--- config.mk ---
export PLATFORM = sky130hd
export DESIGN_NAME = simon_crypto_top
export DESIGN_NICKNAME = d
export VERILOG_FILES = /design/src/rtl/simon_pkg.sv /design/src/rtl/simon_key_schedule.sv /design/src/rtl/simon_round_core.sv /design/src/rtl/simon_reg_block.sv /design/src/rtl/simon_crypto_top.sv
export SDC_FILE = /design/constraint.sdc
export NUM_CORES = 2
export LEC_CHECK = 0
export ABC_AREA = 1
export BUFFER_PORTS_ARGS = -buffer_cell sky130_fd_sc_hd__buf_2
export CAP_MARGIN = 0
export CELL_PAD_IN_SITES_DETAIL_PLACEMENT = 1
export CELL_PAD_IN_SITES_GLOBAL_PLACEMENT = 2
export CORE_MARGIN = 5
export CORE_UTILIZATION = 35
export CTS_BUF_LIST = sky130_fd_sc_hd__clkbuf_8
export DETAILED_ROUTE_END_ITERATION = 16
export PLACE_DENSITY_LB_ADDON = 0.25
export SYNTH_ARGS = -nofsm -noshare
export SYNTH_HDL_FRONTEND = slang
export SYNTH_SLANG_ARGS = --single-unit
--- constraint.sdc ---
create_clock -name clk -period 3.4 [get_ports clk]
set_input_delay 0.68 -clock clk [delete_from_list [all_inputs] [get_ports clk]]
set_output_delay 0.68 -clock clk [all_outputs]
set_load 0.05 [all_outputs]
--- src/rtl/simon_pkg.sv ---
`default_nettype none

package simon_pkg;

    // ************************************************************
    // Simon 32/64 dimensions
    // ************************************************************
    localparam int word_w     = 16;
    localparam int block_w    = 2 * word_w;
    localparam int key_w      = 4 * word_w;
    localparam int num_rounds = 32;

    // Bit j holds z0[j]
    localparam logic [61:0] z0_seq =
        62'b01100111000011010100100010111110110011100001101010010001011111;

    typedef logic [word_w-1:0] word_t;
    typedef logic [4:0]        round_idx_t;

    typedef struct packed {
        word_t left;   // x word, upper half of the block
        word_t right;  // y word
    } block_t;

    // ************************************************************
    // Register map and control encodings
    // ************************************************************
    typedef enum logic [7:0] {
        addr_key_lo     = 8'd0,
        addr_key_hi     = 8'd1,
        addr_plaintext  = 8'd2,
        addr_ciphertext = 8'd3,
        addr_enc_result = 8'd4,
        addr_dec_result = 8'd5,
        addr_enc_start  = 8'd6,
        addr_dec_start  = 8'd7,
        addr_enc_done   = 8'd8,
        addr_dec_done   = 8'd9,
        addr_status     = 8'd10
    } reg_addr_e;

    typedef enum logic {
        dir_encrypt,
        dir_decrypt
    } cipher_dir_e;

    typedef enum logic [1:0] {
        idle,
        wait_key,
        run,
        done
    } core_state_e;

    typedef struct packed {
        logic               write;
        logic [7:0]         addr;
        logic [block_w-1:0] wdata;
    } bus_req_t;

    typedef struct packed {
        logic [block_w-1:0] rdata;
    } bus_rsp_t;

    function automatic word_t rol(word_t x, int unsigned n);
        return (x << n) | (x >> (word_w - n));
    endfunction

    function automatic word_t ror(word_t x, int unsigned n);
        return (x >> n) | (x << (word_w - n));
    endfunction

    // Simon round function
    function automatic word_t simon_f(word_t x);
        return (rol(x, 1) & rol(x, 8)) ^ rol(x, 2);
    endfunction

endpackage

`default_nettype wire

--- src/rtl/simon_key_schedule.sv ---
`timescale 1ns/1ps
`default_nettype none

module simon_key_schedule
    import simon_pkg::*;
(
    input  logic             clk,
    input  logic             reset,
    input  logic [key_w-1:0] key,
    input  logic             key_load,
    output logic             key_ready,
    input  round_idx_t       enc_idx,
    output word_t            enc_rk,
    input  round_idx_t       dec_idx,
    output word_t            dec_rk
);

    word_t      rk_table [num_rounds];
    round_idx_t gen_idx;     // Next key to compute
    logic       expanding;
    word_t      mix;
    word_t      next_rk;

    // ************************************************************
    // Round key generation, m = 4
    // ************************************************************
    always_comb begin
        mix = ror(rk_table[gen_idx - round_idx_t'(1)], 3)
            ^ rk_table[gen_idx - round_idx_t'(3)];
        mix = mix ^ ror(mix, 1);
        next_rk = ~rk_table[gen_idx - round_idx_t'(4)] ^ mix
                ^ word_t'(z0_seq[gen_idx - round_idx_t'(4)])
                ^ word_t'(3);
    end

    // Table itself holds no reset
    always_ff @(posedge clk) begin
        if (key_load) begin
            for (int i = 0; i < 4; i++) begin
                rk_table[i] <= key[i*word_w +: word_w];  // k0 is the low word
            end
        end else if (expanding) begin
            rk_table[gen_idx] <= next_rk;
        end
    end

    always_ff @(posedge clk or negedge reset) begin
        if (!reset) begin
            expanding <= 1'b0;
            gen_idx   <= '0;
            key_ready <= 1'b0;
        end else if (key_load) begin
            expanding <= 1'b1;
            gen_idx   <= round_idx_t'(4);
            key_ready <= 1'b0;
        end else if (expanding) begin
            gen_idx <= gen_idx + round_idx_t'(1);
            if (gen_idx == round_idx_t'(num_rounds - 1)) begin
                expanding <= 1'b0;
                key_ready <= 1'b1;  // Last key written this edge
            end
        end
    end

    assign enc_rk = rk_table[enc_idx];
    assign dec_rk = rk_table[dec_idx];

    // ************************************************************
    // Checks
    // ************************************************************
    // Cores must never see a half built table
    a_ready_low_during_expansion: assert property (
        @(posedge clk) disable iff (!reset)
        key_load |=> !key_ready [*(num_rounds - 4)]
    ) else $error("key_ready high during key expansion");

endmodule

`default_nettype wire

--- src/rtl/simon_round_core.sv ---
`timescale 1ns/1ps
`default_nettype none

module simon_round_core
    import simon_pkg::*;
#(
    parameter cipher_dir_e dir = dir_encrypt
) (
    input  logic       clk,
    input  logic       reset,
    input  logic       start,
    input  block_t     data_in,
    input  logic       key_ready,
    output round_idx_t rk_idx,
    input  word_t      rk,
    output block_t     data_out,
    output logic       busy,
    output logic       done
);

    core_state_e state;
    round_idx_t  round_cnt;
    block_t      blk;
    block_t      blk_next;

    // ************************************************************
    // One Feistel round per cycle
    // ************************************************************
    always_comb begin
        if (dir == dir_encrypt) begin
            blk_next.left  = blk.right ^ simon_f(blk.left) ^ rk;
            blk_next.right = blk.left;
        end else begin
            blk_next.left  = blk.right;  // Undo the swap
            blk_next.right = blk.left ^ simon_f(blk.right) ^ rk;
        end
    end

    // Decryption walks the table backwards
    assign rk_idx = (dir == dir_encrypt) ? round_cnt
                                         : round_idx_t'(num_rounds - 1) - round_cnt;

    // ************************************************************
    // Control FSM
    // ************************************************************
    always_ff @(posedge clk or negedge reset) begin
        if (!reset) begin
            state     <= idle;
            round_cnt <= '0;
            blk       <= '0;
        end else begin
            case (state)
                idle: begin
                    if (start) begin
                        blk       <= data_in;
                        round_cnt <= '0;
                        if (key_ready) begin
                            state <= run;
                        end else begin
                            state <= wait_key;  // Table still expanding
                        end
                    end
                end
                wait_key: begin
                    if (key_ready) begin
                        state <= run;
                    end
                end
                run: begin
                    blk       <= blk_next;
                    round_cnt <= round_cnt + round_idx_t'(1);  // Wraps back to 0
                    if (round_cnt == round_idx_t'(num_rounds - 1)) begin
                        state <= simon_pkg::done;
                    end
                end
                simon_pkg::done: begin
                    state <= idle;
                end
                default: begin
                    state <= idle;
                end
            endcase
        end
    end

    assign data_out = blk;
    assign busy     = (state != idle);
    assign done     = (state == simon_pkg::done);

    // ************************************************************
    // Checks
    // ************************************************************
    a_idx_stable_idle: assert property (
        @(posedge clk) disable iff (!reset)
        (state == idle) ##1 (state == idle) |-> $stable(rk_idx)
    ) else $error("round key index moved while idle");

endmodule

`default_nettype wire

--- src/rtl/simon_reg_block.sv ---
`timescale 1ns/1ps
`default_nettype none

module simon_reg_block
    import simon_pkg::*;
(
    input  logic             clk,
    input  logic             reset,
    input  logic             req,
    input  bus_req_t         bus_in,
    output logic             ack,
    output bus_rsp_t         bus_out,
    output logic [key_w-1:0] key,
    output logic             key_load,
    input  logic             key_ready,
    output block_t           enc_data,
    output logic             enc_start,
    input  block_t           enc_result,
    input  logic             enc_busy,
    input  logic             enc_done,
    output block_t           dec_data,
    output logic             dec_start,
    input  block_t           dec_result,
    input  logic             dec_busy,
    input  logic             dec_done
);

    reg_addr_e          addr;
    logic               access;      // req seen, ack not yet up
    logic               wr;
    logic               rd;
    logic [block_w-1:0] rd_data;
    logic               enc_flag;
    logic               dec_flag;
    logic               enc_clr;
    logic               dec_clr;
    logic               key_loaded;
    logic               key_busy;

    assign addr   = reg_addr_e'(bus_in.addr);
    assign access = req && !ack;
    assign wr     = access && bus_in.write;
    assign rd     = access && !bus_in.write;

    // Covers the cycle before key_ready falls
    assign key_busy = key_loaded && (key_load || !key_ready);

    // ************************************************************
    // Read mux
    // ************************************************************
    always_comb begin
        rd_data = '0;
        case (addr)
            addr_key_lo:     rd_data = key[block_w-1:0];
            addr_key_hi:     rd_data = key[key_w-1:block_w];
            addr_plaintext:  rd_data = enc_data;
            addr_ciphertext: rd_data = dec_data;
            addr_enc_result: rd_data = enc_result;
            addr_dec_result: rd_data = dec_result;
            addr_enc_done:   rd_data = {{(block_w-1){1'b0}}, enc_flag};
            addr_dec_done:   rd_data = {{(block_w-1){1'b0}}, dec_flag};
            addr_status:     rd_data = {{(block_w-3){1'b0}}, dec_busy, enc_busy, key_busy};
            default:         rd_data = '0;  // Unmapped
        endcase
    end

    // ************************************************************
    // Four-phase slave and register writes
    // ************************************************************
    always_ff @(posedge clk or negedge reset) begin
        if (!reset) begin
            ack        <= 1'b0;
            bus_out    <= '0;
            key        <= '0;
            key_load   <= 1'b0;
            key_loaded <= 1'b0;
            enc_data   <= '0;
            dec_data   <= '0;
            enc_start  <= 1'b0;
            dec_start  <= 1'b0;
        end else begin
            key_load  <= 1'b0;
            enc_start <= 1'b0;
            dec_start <= 1'b0;
            if (access) begin
                ack <= 1'b1;
                if (bus_in.write) begin
                    case (addr)
                        addr_key_lo: key[block_w-1:0] <= bus_in.wdata;
                        addr_key_hi: begin
                            key[key_w-1:block_w] <= bus_in.wdata;
                            key_load             <= 1'b1;  // Kick off expansion
                            key_loaded           <= 1'b1;
                        end
                        addr_plaintext:  enc_data  <= bus_in.wdata;
                        addr_ciphertext: dec_data  <= bus_in.wdata;
                        addr_enc_start:  enc_start <= 1'b1;
                        addr_dec_start:  dec_start <= 1'b1;
                        default: ;
                    endcase
                end else begin
                    bus_out.rdata <= rd_data;
                end
            end else if (!req && ack) begin
                ack <= 1'b0;
            end
        end
    end

    // ************************************************************
    // Sticky done flags
    // ************************************************************
    assign enc_clr = (rd && addr == addr_enc_done) || (wr && addr == addr_plaintext);
    assign dec_clr = (rd && addr == addr_dec_done) || (wr && addr == addr_ciphertext);

    always_ff @(posedge clk or negedge reset) begin
        if (!reset) begin
            enc_flag <= 1'b0;
            dec_flag <= 1'b0;
        end else begin
            enc_flag <= (enc_flag && !enc_clr) || enc_done;  // New done wins
            dec_flag <= (dec_flag && !dec_clr) || dec_done;
        end
    end

    // ************************************************************
    // Checks
    // ************************************************************
    a_ack_needs_req: assert property (
        @(posedge clk) disable iff (!reset)
        $rose(ack) |-> $past(req)
    ) else $error("ack rose without req");

    a_enc_start_pulse: assert property (
        @(posedge clk) disable iff (!reset)
        enc_start |=> !enc_start
    ) else $error("enc_start longer than one cycle");

    a_dec_start_pulse: assert property (
        @(posedge clk) disable iff (!reset)
        dec_start |=> !dec_start
    ) else $error("dec_start longer than one cycle");

endmodule

`default_nettype wire

--- src/rtl/simon_crypto_top.sv ---
`timescale 1ns/1ps
`default_nettype none

module simon_crypto_top
    import simon_pkg::*;
(
    input  logic     clk,
    input  logic     reset,
    input  logic     req,
    input  bus_req_t bus_in,
    output logic     ack,
    output bus_rsp_t bus_out
);

    logic [key_w-1:0] key;
    logic             key_load;
    logic             key_ready;
    block_t           enc_data;
    block_t           enc_result;
    block_t           dec_data;
    block_t           dec_result;
    logic             enc_start;
    logic             enc_busy;
    logic             enc_done;
    logic             dec_start;
    logic             dec_busy;
    logic             dec_done;
    round_idx_t       enc_idx;
    round_idx_t       dec_idx;
    word_t            enc_rk;
    word_t            dec_rk;

    simon_reg_block simon_reg_block_inst (
        .clk        (clk),
        .reset      (reset),
        .req        (req),
        .bus_in     (bus_in),
        .ack        (ack),
        .bus_out    (bus_out),
        .key        (key),
        .key_load   (key_load),
        .key_ready  (key_ready),
        .enc_data   (enc_data),
        .enc_start  (enc_start),
        .enc_result (enc_result),
        .enc_busy   (enc_busy),
        .enc_done   (enc_done),
        .dec_data   (dec_data),
        .dec_start  (dec_start),
        .dec_result (dec_result),
        .dec_busy   (dec_busy),
        .dec_done   (dec_done)
    );

    // Shared round key table
    simon_key_schedule simon_key_schedule_inst (
        .clk       (clk),
        .reset     (reset),
        .key       (key),
        .key_load  (key_load),
        .key_ready (key_ready),
        .enc_idx   (enc_idx),
        .enc_rk    (enc_rk),
        .dec_idx   (dec_idx),
        .dec_rk    (dec_rk)
    );

    simon_round_core #(
        .dir (dir_encrypt)
    ) simon_encrypt_core_inst (
        .clk       (clk),
        .reset     (reset),
        .start     (enc_start),
        .data_in   (enc_data),
        .key_ready (key_ready),
        .rk_idx    (enc_idx),
        .rk        (enc_rk),
        .data_out  (enc_result),
        .busy      (enc_busy),
        .done      (enc_done)
    );

    simon_round_core #(
        .dir (dir_decrypt)
    ) simon_decrypt_core_inst (
        .clk       (clk),
        .reset     (reset),
        .start     (dec_start),
        .data_in   (dec_data),
        .key_ready (key_ready),
        .rk_idx    (dec_idx),
        .rk        (dec_rk),
        .data_out  (dec_result),
        .busy      (dec_busy),
        .done      (dec_done)
    );

endmodule

`default_nettype wire

==> flow_summary.yaml <==
run_status:
  outcome: "finished, final reports clean"
finish:
  fin_cells: 9425
  synthToLayoutAreaGrowth_pct: 16.4
  nets: 7441
  stdcell_area_um2: 60500
  final_cell_mix: "2,196 x nand2_1, 951 x o21ai_0, 921 x nand3_1"
  layout_commonest_cell: "nand2_1"
  fillers: 18200
  layout-drive-gt1-share_pct: 10.3
global_route:
  grt_max_degree: 129
  grt_pass1_wl_um: 390000
  grt_use_total_pct: 33.7
  antenna_found_initial: 9
  grt_pass1_vias: 55100
  grt_remaining_overflow: 0
clocking:
  cts_tree: "done"
  cts_sinks: 764
  htreeDepth: 4
  insertion_delay_ps: 940
  cts_root_buf: "clkbuf_8"
  cts_buffers: 150
  clock_path_buffers: 3
  cts.clk_slew.worst_paths_ps: 50
die:
  die_area_um2: 156000
  die_w_um: 395
  die_height_um: 395
  initial_utilization_pct: 35.2
  ios: 77
  core_um2: 148000
  rows: 141
placement:
  dp_hpwl_um: 185000
  place_congestion: 0.911
  dp.cells: 9112
  io_buffers: 76
  post_dp_cell_area_um2: 56800
critical_path:
  crit_buf_inv: 5
  cp-end-kind: "flip-flop"
  slowest_stage: "dfrtp_4"
  crit_chain: "buf_6, buf_12, buf_4, o21ai_0, nand2_1, nand3_1, nand3_1, nand3_1, nand2_1, inv_1, nand2_1, nand2_1, nand3b_1, nand2_2, buf_4"
  worstPathMaxFanout: 23
  path_class: "flip-flop to flip-flop"
  cp-start-kind: "flip-flop"
  crit_top_cell: "nand2_1"
  crit_required_ps: 4050
  crit_arrival_ps: 4020
  crit_family: "simple AND/OR/NAND/NOR gates"
  max_stage_delay_ps: 540
sta:
  slew_violations: 0
  timing.slew.headroom_pct: 21.5
  timing_hold_violations_final: 0
  worst_pin_slew_ps: 1170
  skew_ps: 57.5
  fin_crit_sh_pct: 99.1
  setup_viol_count_final: 0
  fmax_mhz: 297
  tns_ps: 0
  finalCriticalPeriod_ps: 3370
routing:
  postRouteAntennaNets: 0
  wl_per_cell_um: 29.2
  vias: 56800
  drc: 0
  drt-total-wl_um: 275000
  firstDrtPassIters: 7
  vias_per_cell: 6.03
  drt_iter0_drc: 6163
synthesis:
  synth_edf_count: 512
  synth.distinct_cells: 44
  synth.net_count: 7381
  yosysWarnings: 0
  synth_seq_cells: 764
  seq_area_frac_synth_pct: 41.7
  syn_area_um2: 52000
  synth_ff_type: "edfxtp_1"
  netlist_instances: 7314
  syn_area_per_cell_um2: 7.10
  async_reset_ff_share_pct: 33.0
hold_path:
  worst_hold_path_type: "input port to flip-flop"
run:
  maxCapViolCount: 0
[layout make-up]
cell class	count	area (um2)	area share, %
clock inverter	97	649	1.07
antenna	5	12.5	0.0207
clock buffer	171	2350	3.89
timing repair buffer	465	5100	8.43
multi-input combinational	5574	26600	44.0
inverter	419	1610	2.67
tap	1930	2410	3.99
sequential	764	21700	35.9
[state kept, by name, indices dropped and copies added (netlist names), 2 cells and up]
signal	flops
simon_key_schedule_inst.rk_table	512
simon_decrypt_core_inst.round_cnt	5
simon_reg_block_inst.key	64
simon_encrypt_core_inst.rk_idx	5
simon_encrypt_core_inst.state	2
simon_encrypt_core_inst.data_out	32
simon_reg_block_inst.dec_data	32
simon_reg_block_inst.enc_data	32
simon_reg_block_inst.bus_out	32
simon_decrypt_core_inst.data_out	32
simon_decrypt_core_inst.state	2
simon_key_schedule_inst.gen_idx	5
[path summary, 6_finish.rpt]
path / to / cells past startpoint / startpoint / slack [ps]
max: simon_key_schedule_inst.rk_table[10][12] / 15 / simon_key_schedule_inst.gen_idx[0] / 30
min: simon_reg_block_inst.enc_data[8] / 3 / bus_in[8] / 90
max reg2reg: simon_key_schedule_inst.rk_table[10][12] / 15 / simon_key_schedule_inst.gen_idx[0] / 30
min reg2reg: simon_reg_block_inst.key_loaded / 2 / simon_reg_block_inst.key_loaded / 460
max in group asynchronous: simon_reg_block_inst.enc_data[19] / 3 / reset / 2230
min in group asynchronous: simon_reg_block_inst.enc_data[12] / 2 / reset / 320
[per-stage QoR]
stage / setup slack [ps] / util (%) / hold slack (ps)
final: 29.9 / 40.9 / 91.4
after global placement: 119 / 38.5 / 437
after CTS: 18.7 / 40.7 / 0.553
after detailed placement: 18.7 / 38.5 / 444
after global routing: -7.52 / 40.9 / 44.0
after floorplan: 7.41 / - / 384
[layer usage]
metal	part of all wire, %	GRT usage, %	vias to the layer above
met2	45	53.5	2751
met3	8.2	5.50	663
li1	-	-	25100
met4	5.6	16.6	4
met5	0.0091	0	-
met1	41	44.6	28300
[what timing repair did]
item / 4_1_cts / 5_1_grt
hold buffers: 29 / 0
gates resized for setup: 0 / 34
buffers inserted: 0 / 4
endpoints found under the hold margin: 143 / 0
setup endpoints to repair: 0 / 198
[logic make-up (layout without fill, tap and decap cells)]
group | after synthesis | after routing | synth area share, %
and+or+nand+nor | 3656 | 3657 | 29.1
AOI/OAI and AO/OA | 1755 | 1755 | 18.4
buffers and inverters | 977 | 1152 | 7.58
DFF | 764 | 764 | 41.7
xor gates and xnor gates | 89 | 89 | 1.65
muxes | 50 | 50 | 1.01
adders and majority gates | 23 | 23 | 0.554
other | 0 | 5 | 0
[worst register-to-register path, delay by kind of cell (launching register included)]
family,cells,cell delay (ps)
compound gates,1,470
flops,1,540
buf+inv,5,950
simple gates,9,1160
[synthesized netlist by cell type (33+ instances only)]
master | n | area share (%)
nand2_1 | 2215 | 16
xor2_1 | 50 | 0.84
buf_2 | 150 | 1.4
o22ai_1 | 60 | 0.72
o21ai_0 | 956 | 9.2
edfxtp_1 | 512 | 30
nand3_1 | 923 | 8.9
nor2_1 | 376 | 2.7
a21oi_1 | 497 | 4.8
buf_1 | 50 | 0.36
o211ai_1 | 129 | 1.9
o221ai_1 | 60 | 1.0
dfrtp_1 | 252 | 12
clkbuf_1 | 336 | 2.4
inv_1 | 395 | 2.9
xnor2_1 | 33 | 0.56
nor3_1 | 112 | 1.1
Power is not shown: default switching activity piles up to over one toggle a cycle in this logic, so the estimate is an artifact.
